$ cat src/rtl/axil_pkg.sv
// AXI4-Lite register block definitions
package axil_pkg;

    // Bus widths
    localparam int AXIL_ADDR_W = 12;
    localparam int AXIL_DATA_W = 32;
    localparam int AXIL_STRB_W = AXIL_DATA_W / 8;

    // Register bank geometry
    localparam int REG_COUNT = 64;
    localparam int REG_IDX_W = $clog2(REG_COUNT);

    // Slave ports sharing the bank
    localparam int NUM_PORTS = 2;

    // AXI response codes
    localparam logic [1:0] RESP_OKAY   = 2'b00;
    localparam logic [1:0] RESP_SLVERR = 2'b10;

    // Master side of one AXI4-Lite port
    typedef struct packed {
        logic [AXIL_ADDR_W-1:0] awaddr;
        logic                   awvalid;
        logic [AXIL_DATA_W-1:0] wdata;
        logic [AXIL_STRB_W-1:0] wstrb;
        logic                   wvalid;
        logic                   bready;
        logic [AXIL_ADDR_W-1:0] araddr;
        logic                   arvalid;
        logic                   rready;
    } axil_req_t;

    // Slave side of one AXI4-Lite port
    typedef struct packed {
        logic                   awready;
        logic                   wready;
        logic                   bvalid;
        logic [1:0]             bresp;
        logic                   arready;
        logic [AXIL_DATA_W-1:0] rdata;
        logic                   rvalid;
        logic [1:0]             rresp;
    } axil_rsp_t;

    // One register bank access
    typedef struct packed {
        logic                   wr;
        logic [REG_IDX_W-1:0]   idx;
        logic [AXIL_DATA_W-1:0] wdata;
        logic [AXIL_STRB_W-1:0] strb;
    } reg_req_t;

endpackage

$ cat src/rtl/axi_lite_slave.sv
// AXI4-Lite slave port
module axi_lite_slave (
    input  logic                                i_aclk,
    input  logic                                i_aresetn,
    input  axil_pkg::axil_req_t                 i_axil,
    output axil_pkg::axil_rsp_t                 o_axil,
    output logic                                o_req,
    output axil_pkg::reg_req_t                  o_req_data,
    input  logic                                i_grant,
    input  logic [axil_pkg::AXIL_DATA_W-1:0]    i_rdata
);

    typedef enum logic [1:0] {
        ST_IDLE,
        ST_ACCEPT,
        ST_GRANT,
        ST_RESP
    } state_t;

    state_t wr_state;
    state_t rd_state;

    // Captured request payload
    logic [axil_pkg::AXIL_ADDR_W-1:0] wr_addr;
    logic [axil_pkg::AXIL_DATA_W-1:0] wr_data;
    logic [axil_pkg::AXIL_STRB_W-1:0] wr_strb;
    logic [axil_pkg::AXIL_ADDR_W-1:0] rd_addr;

    // Channel handshake and response registers
    logic                             awready;
    logic                             wready;
    logic                             bvalid;
    logic [1:0]                       bresp;
    logic                             arready;
    logic                             rvalid;
    logic [1:0]                       rresp;
    logic [axil_pkg::AXIL_DATA_W-1:0] rdata;

    logic aw_take;
    logic w_take;
    logic ar_take;
    logic aw_have;
    logic w_have;
    logic wr_ok;
    logic rd_ok;
    logic wr_pend;
    logic rd_pend;
    logic wr_grant;
    logic rd_grant;
    logic wr_done;
    logic rd_done;

    assign aw_take = i_axil.awvalid && awready;
    assign w_take  = i_axil.wvalid && wready;
    assign ar_take = i_axil.arvalid && arready;

    // While accepting, a low ready means that channel already transferred
    assign aw_have = aw_take || !awready;
    assign w_have  = w_take || !wready;

    // Only the low 256 bytes map onto the bank
    assign wr_ok = (wr_addr[axil_pkg::AXIL_ADDR_W-1:8] == '0);
    assign rd_ok = (rd_addr[axil_pkg::AXIL_ADDR_W-1:8] == '0);

    assign wr_pend = (wr_state == ST_GRANT) && wr_ok;
    assign rd_pend = (rd_state == ST_GRANT) && rd_ok;

    // Write wins when both sides of this port wait on the bank
    assign wr_grant = i_grant && wr_pend;
    assign rd_grant = i_grant && rd_pend && !wr_pend;

    // Out-of-range accesses finish without touching the bank
    assign wr_done = (wr_state == ST_GRANT) && (!wr_ok || wr_grant);
    assign rd_done = (rd_state == ST_GRANT) && (!rd_ok || rd_grant);

    assign o_req = wr_pend || rd_pend;

    always_comb begin
        if (wr_pend) begin
            o_req_data.wr    = 1'b1;
            o_req_data.idx   = wr_addr[axil_pkg::REG_IDX_W+1:2];
            o_req_data.wdata = wr_data;
            o_req_data.strb  = wr_strb;
        end else begin
            o_req_data.wr    = 1'b0;
            o_req_data.idx   = rd_addr[axil_pkg::REG_IDX_W+1:2];
            o_req_data.wdata = '0;
            o_req_data.strb  = '0;
        end
    end

    always_comb begin
        o_axil.awready = awready;
        o_axil.wready  = wready;
        o_axil.bvalid  = bvalid;
        o_axil.bresp   = bresp;
        o_axil.arready = arready;
        o_axil.rdata   = rdata;
        o_axil.rvalid  = rvalid;
        o_axil.rresp   = rresp;
    end

    // Write channel FSM
    always_ff @(posedge i_aclk) begin
        if (!i_aresetn) begin
            wr_state <= ST_IDLE;
            awready  <= 1'b0;
            wready   <= 1'b0;
            bvalid   <= 1'b0;
        end else begin
            case (wr_state)
                ST_IDLE: begin
                    awready  <= 1'b1;
                    wready   <= 1'b1;
                    wr_state <= ST_ACCEPT;
                end
                ST_ACCEPT: begin
                    if (aw_take) begin
                        awready <= 1'b0;
                    end
                    if (w_take) begin
                        wready <= 1'b0;
                    end
                    if (aw_have && w_have) begin
                        wr_state <= ST_GRANT;
                    end
                end
                ST_GRANT: begin
                    if (wr_done) begin
                        bvalid   <= 1'b1;
                        wr_state <= ST_RESP;
                    end
                end
                ST_RESP: begin
                    // Next transaction opens on the edge that ends this one
                    if (i_axil.bready) begin
                        bvalid   <= 1'b0;
                        awready  <= 1'b1;
                        wready   <= 1'b1;
                        wr_state <= ST_ACCEPT;
                    end
                end
                default: wr_state <= ST_IDLE;
            endcase
        end
    end

    // Read channel FSM
    always_ff @(posedge i_aclk) begin
        if (!i_aresetn) begin
            rd_state <= ST_IDLE;
            arready  <= 1'b0;
            rvalid   <= 1'b0;
        end else begin
            case (rd_state)
                ST_IDLE: begin
                    arready  <= 1'b1;
                    rd_state <= ST_ACCEPT;
                end
                ST_ACCEPT: begin
                    if (ar_take) begin
                        arready  <= 1'b0;
                        rd_state <= ST_GRANT;
                    end
                end
                ST_GRANT: begin
                    if (rd_done) begin
                        rvalid   <= 1'b1;
                        rd_state <= ST_RESP;
                    end
                end
                ST_RESP: begin
                    if (i_axil.rready) begin
                        rvalid   <= 1'b0;
                        arready  <= 1'b1;
                        rd_state <= ST_ACCEPT;
                    end
                end
                default: rd_state <= ST_IDLE;
            endcase
        end
    end

    // Payload capture
    always_ff @(posedge i_aclk) begin
        if (aw_take) begin
            wr_addr <= i_axil.awaddr;
        end
        if (w_take) begin
            wr_data <= i_axil.wdata;
            wr_strb <= i_axil.wstrb;
        end
        if (ar_take) begin
            rd_addr <= i_axil.araddr;
        end
        if (wr_done) begin
            bresp <= wr_ok ? axil_pkg::RESP_OKAY : axil_pkg::RESP_SLVERR;
        end
        if (rd_done) begin
            rdata <= rd_ok ? i_rdata : '0;
            rresp <= rd_ok ? axil_pkg::RESP_OKAY : axil_pkg::RESP_SLVERR;
        end
    end

    // Responses hold still until the master takes them
    a_bresp_stable: assert property (@(posedge i_aclk) disable iff (!i_aresetn)
        bvalid && !i_axil.bready |=> bvalid && $stable(bresp));

    a_rdata_stable: assert property (@(posedge i_aclk) disable iff (!i_aresetn)
        rvalid && !i_axil.rready |=> rvalid && $stable(rdata) && $stable(rresp));

endmodule

$ cat src/rtl/axil_dual_port_regs.sv
// Dual-port AXI4-Lite register block
module axil_dual_port_regs (
    input  logic                    i_aclk,
    input  logic                    i_aresetn,
    input  axil_pkg::axil_req_t     i_s0_axil,
    output axil_pkg::axil_rsp_t     o_s0_axil,
    input  axil_pkg::axil_req_t     i_s1_axil,
    output axil_pkg::axil_rsp_t     o_s1_axil
);

    // Slave to arbiter
    logic [axil_pkg::NUM_PORTS-1:0]   req;
    logic [axil_pkg::NUM_PORTS-1:0]   grant;
    axil_pkg::reg_req_t               req_data [axil_pkg::NUM_PORTS];

    // Arbiter to bank
    axil_pkg::reg_req_t               bank_req;
    logic                             bank_en;
    logic [axil_pkg::AXIL_DATA_W-1:0] bank_rdata;

    axi_lite_slave slave0 (
        .i_aclk     (i_aclk),
        .i_aresetn  (i_aresetn),
        .i_axil     (i_s0_axil),
        .o_axil     (o_s0_axil),
        .o_req      (req[0]),
        .o_req_data (req_data[0]),
        .i_grant    (grant[0]),
        .i_rdata    (bank_rdata)
    );

    axi_lite_slave slave1 (
        .i_aclk     (i_aclk),
        .i_aresetn  (i_aresetn),
        .i_axil     (i_s1_axil),
        .o_axil     (o_s1_axil),
        .o_req      (req[1]),
        .o_req_data (req_data[1]),
        .i_grant    (grant[1]),
        .i_rdata    (bank_rdata)
    );

    reg_arbiter arb0 (
        .i_aclk     (i_aclk),
        .i_aresetn  (i_aresetn),
        .i_req      (req),
        .i_req_data (req_data),
        .o_grant    (grant),
        .o_bank_req (bank_req),
        .o_bank_en  (bank_en)
    );

    reg_bank bank0 (
        .i_aclk     (i_aclk),
        .i_aresetn  (i_aresetn),
        .i_en       (bank_en),
        .i_req      (bank_req),
        .o_rdata    (bank_rdata)
    );

endmodule

$ cat src/rtl/reg_arbiter.sv
// Round-robin register bank arbiter
module reg_arbiter (
    input  logic                                i_aclk,
    input  logic                                i_aresetn,
    input  logic [axil_pkg::NUM_PORTS-1:0]      i_req,
    input  axil_pkg::reg_req_t                  i_req_data [axil_pkg::NUM_PORTS],
    output logic [axil_pkg::NUM_PORTS-1:0]      o_grant,
    output axil_pkg::reg_req_t                  o_bank_req,
    output logic                                o_bank_en
);

    typedef logic [$clog2(axil_pkg::NUM_PORTS)-1:0] port_idx_t;

    // Port granted most recently
    port_idx_t last_q;
    port_idx_t sel;
    logic      found;

    // Search starts just past the last winner
    always_comb begin
        int unsigned cand;
        found   = 1'b0;
        sel     = '0;
        o_grant = '0;
        for (int unsigned k = 1; k <= axil_pkg::NUM_PORTS; k++) begin
            cand = (int'(last_q) + k) % axil_pkg::NUM_PORTS;
            if (!found && i_req[cand]) begin
                found         = 1'b1;
                sel           = port_idx_t'(cand);
                o_grant[cand] = 1'b1;
            end
        end
    end

    assign o_bank_en  = found;
    assign o_bank_req = i_req_data[sel];

    always_ff @(posedge i_aclk) begin
        if (!i_aresetn) begin
            // Port 0 wins the first contended cycle
            last_q <= port_idx_t'(axil_pkg::NUM_PORTS - 1);
        end else if (found) begin
            last_q <= sel;
        end
    end

    a_grant_onehot: assert property (@(posedge i_aclk) disable iff (!i_aresetn)
        $onehot0(o_grant));

    a_grant_to_requester: assert property (@(posedge i_aclk) disable iff (!i_aresetn)
        (o_grant & ~i_req) == '0);

endmodule

$ cat src/rtl/reg_bank.sv
// Shared register bank
module reg_bank (
    input  logic                                i_aclk,
    input  logic                                i_aresetn,
    input  logic                                i_en,
    input  axil_pkg::reg_req_t                  i_req,
    output logic [axil_pkg::AXIL_DATA_W-1:0]    o_rdata
);

    logic [axil_pkg::AXIL_DATA_W-1:0] regs [axil_pkg::REG_COUNT];

    always_ff @(posedge i_aclk) begin
        if (!i_aresetn) begin
            for (int i = 0; i < axil_pkg::REG_COUNT; i++) begin
                regs[i] <= '0;
            end
        end else if (i_en && i_req.wr) begin
            // Byte lanes follow the write strobe
            for (int b = 0; b < axil_pkg::AXIL_STRB_W; b++) begin
                if (i_req.strb[b]) begin
                    regs[i_req.idx][8*b +: 8] <= i_req.wdata[8*b +: 8];
                end
            end
        end
    end

    // Read of the requested index, also valid for writes
    assign o_rdata = regs[i_req.idx];

endmodule

$ cat config.mk
export PLATFORM = sky130hd
export DESIGN_NAME = axil_dual_port_regs
export DESIGN_NICKNAME = d
export VERILOG_FILES = /design/src/rtl/axil_pkg.sv /design/src/rtl/axi_lite_slave.sv /design/src/rtl/axil_dual_port_regs.sv /design/src/rtl/reg_arbiter.sv /design/src/rtl/reg_bank.sv
export SDC_FILE = /design/constraint.sdc
export NUM_CORES = 2
export LEC_CHECK = 0
export BUFFER_PORTS_ARGS = -buffer_cell sky130_fd_sc_hd__buf_2
export CAP_MARGIN = 5
export CORE_UTILIZATION = 32
export DETAILED_ROUTE_END_ITERATION = 7
export HOLD_SLACK_MARGIN = 0.03
export PLACE_DENSITY = 0.5
export SLEW_MARGIN = 20
export SYNTH_ARGS = -nofsm -noshare
export SYNTH_HDL_FRONTEND = slang
export SYNTH_HIERARCHICAL = 1
export SYNTH_SLANG_ARGS = --single-unit
$ cat constraint.sdc
create_clock -name i_aclk -period 8.2 [get_ports i_aclk]
set_input_delay 1.23 -clock i_aclk [delete_from_list [all_inputs] [get_ports i_aclk]]
set_output_delay 1.23 -clock i_aclk [all_outputs]
set_load 0.05 [all_outputs]
==> summary.txt <==
Power
  – Clock power frac: 0.391
  – Leakage: 41.29 nW
  – Comb pwr share: 0.154
  – Peak VDD IR: 0.0002365 V
  – Internal: 20.97 mW
  – Power per cell area: 251.1 nW/um2
  – Sw frac: 0.2841
  – P_sw: 8.323 mW
  – Register share of total power: 0.455

Worst setup path
  – Worst reg-to-reg setup slack: 1430 ps
  – Arrival @ worst endpoint: 7440 ps
  – Worst EP required: 8870 ps
  – WS Path Type: reg -> reg
  – CP Capture Type: flop
  – Reg-to-Reg End: slave1/rdata[18]
  – Worst r2r path cells: 12
  – CP Launch Point: slave1/wr_addr[9]
  – R2R Path Start: slave1/wr_addr[9]
  – CP max FO: 12
  – Startpoint Class: flop

Synthesis
  – Synth top area cells: edfxtp_1 65%, and2_1 13%, a221oi_1 3.2%
  – Post-synth ARST share: 0
  – Post-synth EDFFs: 2,228
  – Area leader, netlist: edfxtp_1
  – Yosys cell types: 67
  – Top cell type's share of synthesized area: 0.6530
  – Post-synthesis sequential area ratio: 0.6567
  – Mapped Area: 102,500 um2
  – Synthesized instance count: 7,800
  – Primary FF master, synth: edfxtp_1
  – Yosys reg bits: 2,247
  – Avg Inst Size Synth: 13.14 um2
  – Yosys synthesis warning count: 6

STA
  – Hold WS: 468.4 ps
  – Period utilization: 0.8254
  – RSZ-0062 raised after global routing: false
  – Setup violators final: 0
  – Max Transition Viols Final: 0
  – Fin. Hold Viols: 0
  – Fin crit period: 6768 ps
  – Maximum clock rate: 147.7 MHz
  – Worst Max-Slew Pin Slew: 1160 ps
  – Max_slew headroom: 0.2209
  – Final Skew: 55.74 ps
  – Setup TNS: 0 ps

Floorplanning
  – Core area: 318,300 um2
  – Cell row count: 207
  – Die area: 322,400 um2
  – # IOs: 214
  – Chip width: 567.8 um
  – Chip height: 567.8 um
  – Initial Util: 0.3219

Finish
  – Layout Utilization: 0.3665
  – Filler cells: 30,172
  – Nets: 8,058
  – Commonest non-fill, non-tap cell in the layout: edfxtp_1
  – Most frequent cells in the layout: 2,228 x edfxtp_1, 2,121 x and2_1, 409 x nor2_1
  – Ratio of cells with drive above 1 in the final layout: 0.1365
  – Area growth from synthesis to layout: 13.88%

Global routing
  – Remaining Overflow, GRT: 0
  – Largest net degree at the start of global routing: 110
  – Initial antenna violation count: 12
  – Total GRT Usage: 0.2125
  – Vias in the first global route: 65,796
  – First-pass GRT wire length: 494.3 mm

CTS
  – Clk pin slew, worst setup/hold paths: 60 ps
  – Later-pin clock latency in the skew report: 930 ps
  – Maximum clock insertion buffer count: 4
  – CTS resizes: 0
  – Postcts setup bufs: 0
  – CTS tree: done
  – CTS Root Cell: clkbuf_16
  – Cts bufs inserted: 276
  – H-tree Lvls: 5
  – Sink Count: 2,247
  – CTS Hold Bufs: 0

Min path
  – Hold Path Stages: 1
  – Worst-case hold path end point: slave0/rd_addr[3]
  – Worst hold path type: in -> reg
  – Worst hold start: i_s0_axil[5]

Run
  – Max-Cap Viols: 0

Drt
  – Wire per inst: 28.61 um
  – Total Wirelength: 351.4 mm
  – ANT nets after route: 0
  – Vias per cell: 5.428
  – DRC: 0
  – DR pass1 iterations: 6
  – DR iter-0 viols: 7,155
  – Routed via count: 66,666

Placement
  – PortBufs: 201
  – HPWL Detailed: 230.3 mm
  – RD Place Congestion: 0.8671

Run status
  – Status: finished, final reports clean
==> through the flow <==
| stage | setup WS (ps) | cells | power [mW] | cell area, um2 |
|---|---|---|---|---|
| final | 1432 | 12281 | 29.30 | 116700 |
| after global routing | 1604 | 12269 | 29.99 | 116600 |
| after CTS | 1562 | 12266 | 29.34 | 116600 |
| after detailed placement | 1570 | 11810 | 18.05 | 108500 |
| after global placement | 1612 | 11810 | 18.01 | 108500 |
| after floorplan | 4116 | 7802 | 16.03 | 102500 |
==> worst max-delay path by stage <==
stage | endpoint | slack, ps | depth (start not counted)
detailed placement | slave1/rdata[18] | 1570 | 12
global route | slave1/rdata[18] | 1600 | 12
finish | slave1/rdata[18] | 1430 | 12
global placement | slave1/rdata[18] | 1610 | 12
CTS | slave1/rdata[18] | 1560 | 12
floorplan | bank0/regs[0][0] | 4120 | 13
==> synthesized netlist by cell type, drive strengths merged, types with 133 or more instances <==
cell	number
o22ai	133
a22oi	288
a221oi	372
nor2	417
edfxtp	2228
buf	256
mux2i	139
o21ai	382
mux2	156
nand2	210
clkbuf	437
and2	2123
==> kinds of logic (layout without fill, tap and decap cells) <==
| logic type | count (synthesis) | in the layout | share of synthesized area |
|---|---|---|---|
| AO/OA/AOI/OAI | 1481 | 1481 | 0.1024 |
| adder cells (fa/ha/maj) | 18 | 18 | 0.002198 |
| buffers and inverters | 719 | 1003 | 0.03104 |
| flip-flops | 2247 | 2247 | 0.6567 |
| multiplexers | 332 | 332 | 0.03890 |
| other | 2 | 19 | 0.00007330 |
| AND/OR/NAND/NOR | 3001 | 3001 | 0.1687 |
==> state kept, by name (all words and copies together) (netlist names), 4 cells and up, named ones only <==
signal	cells
bank0/regs	2048
slave0/wr_strb	4
slave1/wr_strb	4
slave1/rdata	32
slave0/wr_addr	10
slave1/rd_addr	10
slave1/wr_addr	10
slave0/wr_data	32
slave0/rdata	32
slave1/wr_data	32
slave0/rd_addr	10
==> power groups by stage <==
stage | clock network [mW] | registers (mW) | logic, mW
floorplan | 0 | 13.7 | 2.35
global placement | 0 | 13.6 | 4.45
detailed placement | 0 | 13.6 | 4.48
CTS | 11.5 | 13.3 | 4.49
global route | 11.9 | 13.4 | 4.67
finish | 11.5 | 13.3 | 4.51
==> worst max-delay path: stages (launching register included) <==
cell and delay (ps):
edfxtp_1 410, nor4_4 380, nand2_4 170, nand2_1 230, a21boi_4 390, mux2_2 560
and3b_1 480, nand2_1 810, o22ai_1 260, or4_1 600, a211oi_1 890, nand4_1 870
and2_1 390
==> layout make-up <==
type,count,area [um2],area share
antenna,15,37.54,0.0003217
clock inverter,103,737.0,0.006317
inverter,26,112.6,0.0009652
clock buffer,353,7427,0.06366
timing repair buffer,521,3606,0.03091
multi-input combinational,4836,32240,0.2763
sequential,2247,67280,0.5767
tap,4180,5230,0.04483
==> routing by layer <==
| layer | part of all wire | global-route usage | vias up | routed length (um) |
|---|---|---|---|---|
| met3 | 0.066 | 0.03211 | 546 | 23150 |
| met5 | 0 | 0 | - | 0 |
| met1 | 0.44 | 0.2967 | 34384 | 155100 |
| met2 | 0.46 | 0.3351 | 2543 | 160400 |
| met4 | 0.036 | 0.07511 | 0 | 12700 |
| li1 | - | - | 29193 | - |
Power figures use the tool's default switching activity.
